## config.mk

```make
export PLATFORM = sky130hd
export DESIGN_NAME = rv_core
export DESIGN_NICKNAME = d
export VERILOG_FILES = /design/src/hdl/core_pkg.sv /design/src/hdl/isa_pkg.sv /design/src/hdl/alu.sv /design/src/hdl/comparator.sv /design/src/hdl/inst_decoder.sv /design/src/hdl/pc_unit.sv /design/src/hdl/reg_lane.sv /design/src/hdl/rv_core.sv /design/src/hdl/shifter.sv
export SDC_FILE = /design/constraint.sdc
export NUM_CORES = 2
export LEC_CHECK = 0
export ABC_AREA = 1
export CORE_MARGIN = 2
export CORE_UTILIZATION = 40
export DETAILED_ROUTE_END_ITERATION = 8
export DONT_BUFFER_PORTS = 1
export GPL_ROUTABILITY_DRIVEN = 0
export HOLD_SLACK_MARGIN = 0.02
export PLACE_DENSITY_LB_ADDON = 0.2
export SLEW_MARGIN = 30
export SYNTH_ARGS = -nofsm -noshare
export SYNTH_HDL_FRONTEND = slang
export SYNTH_SLANG_ARGS = --single-unit
```

## constraint.sdc

```tcl
create_clock -name i_clk -period 26 [get_ports i_clk]
set_input_delay 2.6 -clock i_clk [delete_from_list [all_inputs] [get_ports i_clk]]
set_output_delay 2.6 -clock i_clk [all_outputs]
set_load 0.02 [all_outputs]
```

## src/hdl/core_pkg.sv

```systemverilog
package core_pkg;

    // one-hot alu result select
    localparam int alu_op_w = 6;

    localparam int alu_add   = 0;
    localparam int alu_or    = 1;
    localparam int alu_and   = 2;
    localparam int alu_xor   = 3;
    localparam int alu_slt   = 4;
    localparam int alu_shift = 5;

    // one-hot shifter direction
    localparam int shift_left  = 0;
    localparam int shift_right = 1;

endpackage

```

## src/hdl/isa_pkg.sv

```systemverilog
package isa_pkg;

    localparam int xlen       = 32;
    localparam int reg_addr_w = 5;

    // major opcodes, instruction bits 6:2
    localparam logic [4:0] op_load   = 5'b00000;
    localparam logic [4:0] op_op_imm = 5'b00100;
    localparam logic [4:0] op_auipc  = 5'b00101;
    localparam logic [4:0] op_store  = 5'b01000;
    localparam logic [4:0] op_op     = 5'b01100;
    localparam logic [4:0] op_lui    = 5'b01101;
    localparam logic [4:0] op_branch = 5'b11000;
    localparam logic [4:0] op_jalr   = 5'b11001;
    localparam logic [4:0] op_jal    = 5'b11011;

    localparam logic [2:0] f3_add  = 3'b000;
    localparam logic [2:0] f3_sll  = 3'b001;
    localparam logic [2:0] f3_slt  = 3'b010;
    localparam logic [2:0] f3_sltu = 3'b011;
    localparam logic [2:0] f3_xor  = 3'b100;
    localparam logic [2:0] f3_sr   = 3'b101;
    localparam logic [2:0] f3_or   = 3'b110;
    localparam logic [2:0] f3_and  = 3'b111;
    localparam logic [2:0] f3_sw   = 3'b010;

    // sub and sra
    localparam logic [6:0] funct7_alt = 7'b0100000;

    typedef struct packed {
        logic [6:0] funct7;
        logic [4:0] rs2;
        logic [4:0] rs1;
        logic [2:0] funct3;
        logic [4:0] rd;
        logic [6:0] opcode;
    } r_fmt_t;

    typedef struct packed {
        logic [11:0] imm_11_0;
        logic [4:0]  rs1;
        logic [2:0]  funct3;
        logic [4:0]  rd;
        logic [6:0]  opcode;
    } i_fmt_t;

    typedef struct packed {
        logic [6:0] imm_11_5;
        logic [4:0] rs2;
        logic [4:0] rs1;
        logic [2:0] funct3;
        logic [4:0] imm_4_0;
        logic [6:0] opcode;
    } s_fmt_t;

    typedef struct packed {
        logic       imm_12;
        logic [5:0] imm_10_5;
        logic [4:0] rs2;
        logic [4:0] rs1;
        logic [2:0] funct3;
        logic [3:0] imm_4_1;
        logic       imm_11;
        logic [6:0] opcode;
    } b_fmt_t;

    typedef struct packed {
        logic [19:0] imm_31_12;
        logic [4:0]  rd;
        logic [6:0]  opcode;
    } u_fmt_t;

    typedef struct packed {
        logic       imm_20;
        logic [9:0] imm_10_1;
        logic       imm_11;
        logic [7:0] imm_19_12;
        logic [4:0] rd;
        logic [6:0] opcode;
    } j_fmt_t;

    // one instruction word, read as each format
    typedef union packed {
        r_fmt_t r_fmt;
        i_fmt_t i_fmt;
        s_fmt_t s_fmt;
        b_fmt_t b_fmt;
        u_fmt_t u_fmt;
        j_fmt_t j_fmt;
    } inst_u;

endpackage

```

## src/hdl/alu.sv

```systemverilog
`timescale 1ns/100ps

module alu
    import isa_pkg::*;
    import core_pkg::*;
(
    input  logic [alu_op_w-1:0] i_op,
    input  logic                i_sub,
    input  logic                i_sltu,
    input  logic                i_shift_arith,
    input  logic [1:0]          i_shift_dir,
    input  logic [xlen-1:0]     i_op1,
    input  logic [xlen-1:0]     i_op2,
    output logic [xlen-1:0]     o_result
);

    logic [xlen-1:0] add_b;
    logic [xlen-1:0] add_result;
    logic            carry;

    // subtract as a + ~b + 1
    assign add_b = i_op2 ^ {xlen{i_sub}};

    always_comb begin
        carry = i_sub;
        for (int b = 0; b < xlen; b++) begin
            add_result[b] = i_op1[b] ^ add_b[b] ^ carry;
            carry = (i_op1[b] & add_b[b]) | (i_op1[b] & carry) | (add_b[b] & carry);
        end
    end

    logic lt, ltu, slt_bit;

    comparator u_cmp (
        .i_a   (i_op1),
        .i_b   (i_op2),
        .o_eq  (),
        .o_lt  (lt),
        .o_ltu (ltu)
    );

    // signed or unsigned set-less-than
    assign slt_bit = i_sltu ? ltu : lt;

    logic [xlen-1:0] shift_result;

    shifter u_shifter (
        .i_value  (i_op1),
        .i_shamt  (i_op2[4:0]),
        .i_dir    (i_shift_dir),
        .i_arith  (i_shift_arith),
        .o_result (shift_result)
    );

    assign o_result = ({xlen{i_op[alu_add]}}   & add_result)
                    | ({xlen{i_op[alu_or]}}    & (i_op1 | i_op2))
                    | ({xlen{i_op[alu_and]}}   & (i_op1 & i_op2))
                    | ({xlen{i_op[alu_xor]}}   & (i_op1 ^ i_op2))
                    | ({xlen{i_op[alu_shift]}} & shift_result)
                    | {{(xlen-1){1'b0}}, slt_bit & i_op[alu_slt]};

endmodule

```

## src/hdl/comparator.sv

```systemverilog
`timescale 1ns/100ps

module comparator
    import isa_pkg::*;
(
    input  logic [xlen-1:0] i_a,
    input  logic [xlen-1:0] i_b,
    output logic            o_eq,
    output logic            o_lt,
    output logic            o_ltu
);

    logic below;

    assign o_eq = &(i_a ~^ i_b);

    // a higher differing bit overrides what the lower bits decided
    always_comb begin
        below = 1'b0;
        for (int b = 0; b < xlen; b++) begin
            below = (~i_a[b] & i_b[b]) | ((i_a[b] ~^ i_b[b]) & below);
        end
    end

    assign o_ltu = below;
    // differing signs invert the unsigned answer
    assign o_lt  = (i_a[xlen-1] ^ i_b[xlen-1]) ? i_a[xlen-1] : below;

endmodule

```

## src/hdl/inst_decoder.sv

```systemverilog
`timescale 1ns/100ps

module inst_decoder
    import isa_pkg::*;
    import core_pkg::*;
(
    input  inst_u               i_inst,
    output logic [4:0]          o_rs1_addr,
    output logic [4:0]          o_rs2_addr,
    output logic [4:0]          o_rd_addr,
    output logic                o_rd_wen,
    output logic                o_op1_pc,
    output logic                o_op2_imm,
    output logic                o_alu_sub,
    output logic                o_alu_sltu,
    output logic                o_shift_arith,
    output logic                o_jump,
    output logic                o_branch,
    output logic                o_br_equal,
    output logic                o_br_unsigned,
    output logic                o_br_invert,
    output logic                o_store,
    output logic [alu_op_w-1:0] o_alu_op,
    output logic [1:0]          o_shift_dir,
    output logic [31:0]         o_imm
);

    logic [4:0] opcode;
    logic [2:0] funct3;
    logic [6:0] funct7;

    assign opcode = i_inst.r_fmt.opcode[6:2];
    assign funct3 = i_inst.r_fmt.funct3;
    assign funct7 = i_inst.r_fmt.funct7;

    logic is_load, is_op_imm, is_auipc, is_store, is_op, is_lui;
    logic is_branch, is_jalr, is_jal;

    assign is_load   = opcode == op_load;
    assign is_op_imm = opcode == op_op_imm;
    assign is_auipc  = opcode == op_auipc;
    assign is_store  = opcode == op_store;
    assign is_op     = opcode == op_op;
    assign is_lui    = opcode == op_lui;
    assign is_branch = opcode == op_branch;
    assign is_jalr   = opcode == op_jalr;
    assign is_jal    = opcode == op_jal;

    logic f7_zero, f7_alt, f3_shift;
    assign f7_zero  = funct7 == 7'b0000000;
    assign f7_alt   = funct7 == funct7_alt;
    assign f3_shift = (funct3 == f3_sll) || (funct3 == f3_sr);

    // legal encodings only, anything else falls through as a nop
    logic op_legal, imm_legal, alu_inst, jalr_legal, branch_legal;
    assign op_legal = is_op && (f7_zero || (f7_alt && (funct3 == f3_add || funct3 == f3_sr)));
    assign imm_legal = is_op_imm && (!f3_shift || f7_zero || (f7_alt && funct3 == f3_sr));
    assign alu_inst = op_legal || imm_legal;
    assign jalr_legal = is_jalr && (funct3 == 3'b000);
    // funct3 010 and 011 are not branches
    assign branch_legal = is_branch && (funct3[2:1] != 2'b01);

    assign o_rs1_addr = is_lui ? 5'd0 : i_inst.r_fmt.rs1;
    assign o_rs2_addr = i_inst.r_fmt.rs2;
    assign o_rd_addr  = i_inst.r_fmt.rd;
    assign o_rd_wen   = (alu_inst || is_lui || is_auipc || is_jal || jalr_legal)
                        && (i_inst.r_fmt.rd != 5'd0);

    assign o_op1_pc  = is_branch || is_auipc || is_jal;
    assign o_op2_imm = !is_op;

    assign o_alu_op[alu_add]   = (alu_inst && funct3 == f3_add) || is_lui || is_auipc
                                 || is_store || is_branch || is_jal || is_jalr;
    assign o_alu_op[alu_or]    = alu_inst && funct3 == f3_or;
    assign o_alu_op[alu_and]   = alu_inst && funct3 == f3_and;
    assign o_alu_op[alu_xor]   = alu_inst && funct3 == f3_xor;
    assign o_alu_op[alu_slt]   = alu_inst && (funct3 == f3_slt || funct3 == f3_sltu);
    assign o_alu_op[alu_shift] = alu_inst && f3_shift;

    assign o_alu_sub  = is_op && f7_alt && funct3 == f3_add;
    assign o_alu_sltu = funct3 == f3_sltu;

    assign o_shift_dir[shift_left]  = funct3 == f3_sll;
    assign o_shift_dir[shift_right] = funct3 == f3_sr;
    assign o_shift_arith            = f7_alt;

    assign o_jump        = is_jal || jalr_legal;
    assign o_branch      = branch_legal;
    assign o_br_equal    = !funct3[2];
    assign o_br_unsigned = funct3[1];
    assign o_br_invert   = funct3[0];
    assign o_store       = is_store && funct3 == f3_sw;

    // immediate per format
    logic fmt_i, fmt_s, fmt_b, fmt_u, fmt_j;
    assign fmt_i = is_op_imm || is_jalr || is_load;
    assign fmt_s = is_store;
    assign fmt_b = is_branch;
    assign fmt_u = is_lui || is_auipc;
    assign fmt_j = is_jal;

    logic [31:0] imm_i, imm_s, imm_b, imm_u, imm_j;
    assign imm_i = {{20{i_inst.i_fmt.imm_11_0[11]}}, i_inst.i_fmt.imm_11_0};
    assign imm_s = {{20{i_inst.s_fmt.imm_11_5[6]}}, i_inst.s_fmt.imm_11_5,
                    i_inst.s_fmt.imm_4_0};
    assign imm_b = {{20{i_inst.b_fmt.imm_12}}, i_inst.b_fmt.imm_11,
                    i_inst.b_fmt.imm_10_5, i_inst.b_fmt.imm_4_1, 1'b0};
    assign imm_u = {i_inst.u_fmt.imm_31_12, 12'h000};
    assign imm_j = {{12{i_inst.j_fmt.imm_20}}, i_inst.j_fmt.imm_19_12,
                    i_inst.j_fmt.imm_11, i_inst.j_fmt.imm_10_1, 1'b0};

    // r-format has no immediate
    assign o_imm = ({32{fmt_i}} & imm_i) | ({32{fmt_s}} & imm_s) | ({32{fmt_b}} & imm_b)
                 | ({32{fmt_u}} & imm_u) | ({32{fmt_j}} & imm_j);

endmodule

```

## src/hdl/pc_unit.sv

```systemverilog
`timescale 1ns/100ps

module pc_unit
    import isa_pkg::*;
#(
    parameter logic [31:0] RESET_PC = 32'h0
) (
    input  logic            i_clk,
    input  logic            i_rst_n,
    input  logic [xlen-1:0] i_rs1_rdata,
    input  logic [xlen-1:0] i_rs2_rdata,
    input  logic [xlen-1:0] i_alu_result,
    input  logic            i_jump,
    input  logic            i_branch,
    input  logic            i_br_equal,
    input  logic            i_br_unsigned,
    input  logic            i_br_invert,
    output logic [xlen-1:0] o_pc,
    output logic [xlen-1:0] o_rd_wdata
);

    logic [xlen-1:0] pc;
    logic [xlen-1:0] pc_plus4;
    logic [xlen-1:0] next_pc;
    logic            eq, lt, ltu;
    logic            take;

    comparator u_br_cmp (
        .i_a   (i_rs1_rdata),
        .i_b   (i_rs2_rdata),
        .o_eq  (eq),
        .o_lt  (lt),
        .o_ltu (ltu)
    );

    // bne, bge and bgeu are the inverted forms
    assign take = (i_br_equal ? eq : (i_br_unsigned ? ltu : lt)) ^ i_br_invert;

    assign pc_plus4 = pc + 32'd4;
    assign next_pc  = (i_jump || (i_branch && take)) ? {i_alu_result[xlen-1:1], 1'b0}
                                                     : pc_plus4;

    always_ff @(posedge i_clk or negedge i_rst_n) begin
        if (!i_rst_n) begin
            pc <= RESET_PC;
        end else begin
            pc <= next_pc;
        end
    end

    // link value for jal and jalr
    assign o_rd_wdata = i_jump ? pc_plus4 : i_alu_result;
    assign o_pc       = pc;

endmodule

```

## src/hdl/reg_lane.sv

```systemverilog
`timescale 1ns/100ps

module reg_lane
    import isa_pkg::*;
(
    input  logic                  i_clk,
    input  logic [reg_addr_w-1:0] i_rs1_addr,
    input  logic [reg_addr_w-1:0] i_rs2_addr,
    input  logic [reg_addr_w-1:0] i_rd_addr,
    input  logic                  i_rd_wen,
    input  logic [7:0]            i_rd_wdata,
    output logic [7:0]            o_rs1_rdata,
    output logic [7:0]            o_rs2_rdata
);

    logic [7:0] mem [2**reg_addr_w];

    always_ff @(posedge i_clk) begin
        if (i_rd_wen) begin
            mem[i_rd_addr] <= i_rd_wdata;
        end
    end

    // x0 is hardwired
    assign o_rs1_rdata = (i_rs1_addr == '0) ? 8'h00 : mem[i_rs1_addr];
    assign o_rs2_rdata = (i_rs2_addr == '0) ? 8'h00 : mem[i_rs2_addr];

endmodule

```

## src/hdl/rv_core.sv

```systemverilog
`timescale 1ns/100ps

module rv_core
    import isa_pkg::*;
    import core_pkg::*;
#(
    parameter logic [31:0] RESET_PC = 32'h0
) (
    input  logic        i_clk,
    input  logic        i_rst_n,
    input  logic [31:0] i_imem_rdata,
    output logic [31:0] o_imem_addr,
    output logic        o_dmem_wen,
    output logic [31:0] o_dmem_addr,
    output logic [31:0] o_dmem_wdata
);

    // one byte-wide bank per lane
    localparam int lanes = xlen / 8;

    logic [reg_addr_w-1:0] rs1_addr;
    logic [reg_addr_w-1:0] rs2_addr;
    logic [reg_addr_w-1:0] rd_addr;
    logic                  rd_wen;
    logic                  op1_pc;
    logic                  op2_imm;
    logic                  alu_sub;
    logic                  alu_sltu;
    logic                  shift_arith;
    logic                  jump;
    logic                  branch;
    logic                  br_equal;
    logic                  br_unsigned;
    logic                  br_invert;
    logic                  store;
    logic [alu_op_w-1:0]   alu_op;
    logic [1:0]            shift_dir;
    logic [xlen-1:0]       imm;

    logic [xlen-1:0] rs1_rdata;
    logic [xlen-1:0] rs2_rdata;
    logic [xlen-1:0] rd_wdata;
    logic [xlen-1:0] alu_result;
    logic [xlen-1:0] pc;
    logic [xlen-1:0] op1;
    logic [xlen-1:0] op2;

    inst_decoder u_decoder (
        .i_inst        (i_imem_rdata),
        .o_rs1_addr    (rs1_addr),
        .o_rs2_addr    (rs2_addr),
        .o_rd_addr     (rd_addr),
        .o_rd_wen      (rd_wen),
        .o_op1_pc      (op1_pc),
        .o_op2_imm     (op2_imm),
        .o_alu_sub     (alu_sub),
        .o_alu_sltu    (alu_sltu),
        .o_shift_arith (shift_arith),
        .o_jump        (jump),
        .o_branch      (branch),
        .o_br_equal    (br_equal),
        .o_br_unsigned (br_unsigned),
        .o_br_invert   (br_invert),
        .o_store       (store),
        .o_alu_op      (alu_op),
        .o_shift_dir   (shift_dir),
        .o_imm         (imm)
    );

    for (genvar g = 0; g < lanes; g++) begin : g_lane
        reg_lane u_lane (
            .i_clk       (i_clk),
            .i_rs1_addr  (rs1_addr),
            .i_rs2_addr  (rs2_addr),
            .i_rd_addr   (rd_addr),
            .i_rd_wen    (rd_wen),
            .i_rd_wdata  (rd_wdata[8*g +: 8]),
            .o_rs1_rdata (rs1_rdata[8*g +: 8]),
            .o_rs2_rdata (rs2_rdata[8*g +: 8])
        );
    end

    assign op1 = op1_pc ? pc : rs1_rdata;
    assign op2 = op2_imm ? imm : rs2_rdata;

    alu u_alu (
        .i_op          (alu_op),
        .i_sub         (alu_sub),
        .i_sltu        (alu_sltu),
        .i_shift_arith (shift_arith),
        .i_shift_dir   (shift_dir),
        .i_op1         (op1),
        .i_op2         (op2),
        .o_result      (alu_result)
    );

    pc_unit #(
        .RESET_PC (RESET_PC)
    ) u_pc_unit (
        .i_clk         (i_clk),
        .i_rst_n       (i_rst_n),
        .i_rs1_rdata   (rs1_rdata),
        .i_rs2_rdata   (rs2_rdata),
        .i_alu_result  (alu_result),
        .i_jump        (jump),
        .i_branch      (branch),
        .i_br_equal    (br_equal),
        .i_br_unsigned (br_unsigned),
        .i_br_invert   (br_invert),
        .o_pc          (pc),
        .o_rd_wdata    (rd_wdata)
    );

    assign o_imem_addr  = pc;
    assign o_dmem_wen   = store;
    assign o_dmem_addr  = alu_result;
    assign o_dmem_wdata = rs2_rdata;

endmodule

```

## src/hdl/shifter.sv

```systemverilog
`timescale 1ns/100ps

module shifter
    import core_pkg::*;
(
    input  logic [31:0] i_value,
    input  logic [4:0]  i_shamt,
    input  logic [1:0]  i_dir,
    input  logic        i_arith,
    output logic [31:0] o_result
);

    logic [31:0] sl16, sl8, sl4, sl2, sl1;
    logic [31:0] sr16, sr8, sr4, sr2, sr1;
    logic        fill;

    assign sl16 = i_shamt[4] ? {i_value[15:0], 16'h0000} : i_value;
    assign sl8  = i_shamt[3] ? {sl16[23:0], 8'h00} : sl16;
    assign sl4  = i_shamt[2] ? {sl8[27:0], 4'h0} : sl8;
    assign sl2  = i_shamt[1] ? {sl4[29:0], 2'b00} : sl4;
    assign sl1  = i_shamt[0] ? {sl2[30:0], 1'b0} : sl2;

    // sign fill for sra
    assign fill = i_arith & i_value[31];

    assign sr16 = i_shamt[4] ? {{16{fill}}, i_value[31:16]} : i_value;
    assign sr8  = i_shamt[3] ? {{8{fill}}, sr16[31:8]} : sr16;
    assign sr4  = i_shamt[2] ? {{4{fill}}, sr8[31:4]} : sr8;
    assign sr2  = i_shamt[1] ? {{2{fill}}, sr4[31:2]} : sr4;
    assign sr1  = i_shamt[0] ? {fill, sr2[31:1]} : sr2;

    assign o_result = ({32{i_dir[shift_left]}} & sl1) | ({32{i_dir[shift_right]}} & sr1);

endmodule

```

==> metrics.txt <==
clock share of power=0.372; crit-path max FO=235; Power Internal=approximately 3000 uW; Max VDD drop=0.0536 mV; Tmin final=~24,000 ps; Syn-to-layout area delta=8.66%; crit path DAT=about 21,000 ps; Avg WL per Cell=just under 30 um; Post-synth EDFFs=just over 1k; WS Path Type=in2out; Post-CTS Setup Bufs=0; number of port buffers=0; H-Tree Level Count=3; Final Skew=approximately 44 ps; number of DRC markers in iteration 0=8,138; reg2reg setup slack=7750 ps; commonest non-fill, non-tap cells in the layout=nand2_1, edfxtp_1, o21ai_0; antenna violations before repair=2; CP Launch Type=input port; root buffer cell=clkbuf_16; drt pass-1 iters=7; Finished Layout Cells=about 8.3k; Gate Count Post-Synth=~6.5k; layout cells sized above 1=0.0765; CTS tree=yes; Worst-Margin Slew=1350 ps; io pins=between 100 and 150; Logic pwr share=0.173; Required @ worst endpoint=around 23,000 ps; Placement Rows=~140; dominant synthesized flop cell=edfxtp_1; Synth Register Bits=1,055; Max-Slew Margin vs Limit=0.103; Pleak=~0.024 uW; max-slew violations=0; synthesized area per cell=between 9 and 10 um^2; Die Ht=392 um; CTS sink count=between 1k and 1.5k; Critical Path Sink Type=primary output; Pwr Density=around 66 nW/um^2; grt ovf=0; commonest non-fill, non-tap cell in the layout=nand2_1; Sw Pwr=roughly 1300 uW; setup ws final=around 2200 ps; sequential fraction of the synthesis area=0.522; DPL Wire Length=around 140,000 um; GRT Util Overall=0.308; core area=150,000 um^2; DR vias/cell=approximately 6.5; CP max stage delay=between 500 and 600 ps; Synth Warn #=0; setup TNS=0 ps; unrepaired setup endpoints after global routing=false; nets=around 6.4k; pre-CTS WS=~2600 ps; Synth Cell Area=60,400 um^2; outcome=finished, final reports clean; Post-route DRC=0; Reg power frac=0.455; crit-path most repeated cell=fa_1; first-pass GRT wire length=approximately 350,000 um; number of cells after detailed placement=~8k; final hold vios=0; Hold Slack=about 800 ps; largest net degree at the start of global routing=522; HP Class=reg2reg; Max Cap Viol=0; ratio of final minimum period to clock period=0.917; Total Wirelength=about 250,000 um; number of global-route vias before repair=approximately 49k; total number of vias=between 50k and 60k; Starting Density=0.403; top post-synthesis cells by area=edfxtp_1, nand2_1, o21ai_0, nor2_1, o221ai_1; final setup vio count=0; number of buffers created by CTS=roughly 120; Sw Ratio=0.302; synth unique cells=66; die width=between 300 and 400 um; Final Power=4330 uW; Post-CTS Resized=0; Synth top area share=0.509; ys async rst share=0.0294; cell taking the most area after synthesis=edfxtp_1; Max stage delay cell, worst path=fa_1; cts hold-fix bufs=0; antenna viol nets, final=0; die area=154,000 um^2; Longest Clk Path Bufs=3; Peak Freq=about 42 MHz; fillers=14.3k; worst-skew pair later-pin latency=slightly below 800 ps; clock-pin transition on the worst setup and hold timing paths=about 60 ps
==> path summary, 6_finish.rpt <==
| path | start | to | cells after the start |
|---|---|---|---|
| min | u_pc_unit.o_pc[26] | u_pc_unit.o_pc[26] | 3 |
| min in group asynchronous | i_rst_n | u_pc_unit.o_pc[25] | 0 |
| max | i_imem_rdata[15] | o_dmem_addr[31] | 47 |
| max reg2reg | g_lane[0].u_lane.mem[28][0] | g_lane[3].u_lane.mem[30][6] | 47 |
| min reg2reg | u_pc_unit.o_pc[26] | u_pc_unit.o_pc[26] | 3 |
| max in group asynchronous | i_rst_n | u_pc_unit.o_pc[14] | 0 |
==> per-layer routing <==
metal  track usage  up-vias  part of all wire
met1         0.422    26400              0.39
met3        0.0593      675              0.12
met5             0        -          0.000029
li1              -    23000                 -
met4         0.156        2             0.056
met2         0.465     3674              0.43
==> cell type report <==
class                   instances  area, um^2  area share
clock buffers                 147        3070      0.0468
clock inverters                66         577     0.00879
well taps                    2016        2520      0.0385
inverters                     350        1380      0.0210
diodes                          4        10.0    0.000153
multi-input cells            4561       25500       0.388
repair buffers                135        1050      0.0160
flip-flops and latches       1055       31500       0.481
==> cells by family after synthesis <==
kind of cell | synth area share
xor gates and xnor gates | 0.00856
other | 0.0000621
DFF | 0.522
and+or+nand+nor | 0.155
buffers and inverters | 0.0638
adders and majority gates | 0.0369
AOI/OAI and AO/OA | 0.211
muxes | 0.00315
==> power by group through the flow <==
| stage | clock network, uW | registers [uW] | logic, uW |
|---|---|---|---|
| after CTS | 1630 | 1970 | 727 |
| final | 1610 | 1970 | 750 |
| after global routing | 1690 | 1970 | 803 |
| after global placement | 0 | 2010 | 714 |
| after floorplan | 0 | 1990 | 499 |
| after detailed placement | 0 | 2010 | 724 |
==> through the flow <==
| stage | cell area (um^2) | util |
|---|---|---|
| floorplan | 60500 | - |
| global placement | 61900 | 0.413 |
| detailed placement | 61900 | 0.414 |
| CTS | 65600 | 0.438 |
| global route | 65600 | 0.438 |
| finish | 65600 | 0.438 |
==> synth_stat cells, drive strengths merged, types with 19 or more instances <==
cell,instances
or2,32
xor2,45
edfxtp,1024
nand3,293
nand2,1281
o221ai,253
inv,347
a221oi,127
clkbuf,315
o22ai,29
a32oi,110
ha,130
a31o,25
nand4,22
nor3,20
mux2i,19
buf,222
nor2,636
a21oi,390
o21ai,841
fa,30
o311ai,51
o211ai,74
dfrtp,31
==> registers in the layout, summed over array words and instances, names as in the netlist <==
name               flops
g_lane.u_lane.mem   1024
u_pc_unit.o_pc        31
==> worst max-delay path: cells and delay by family <==
family | cells | cell delay (ps)
compound gates | 5 | 900
simple gates | 9 | 2020
fa+ha+maj | 30 | 14210
xor+xnor | 1 | 180
buf+inv | 2 | 790
Power figures use the tool's default switching activity.
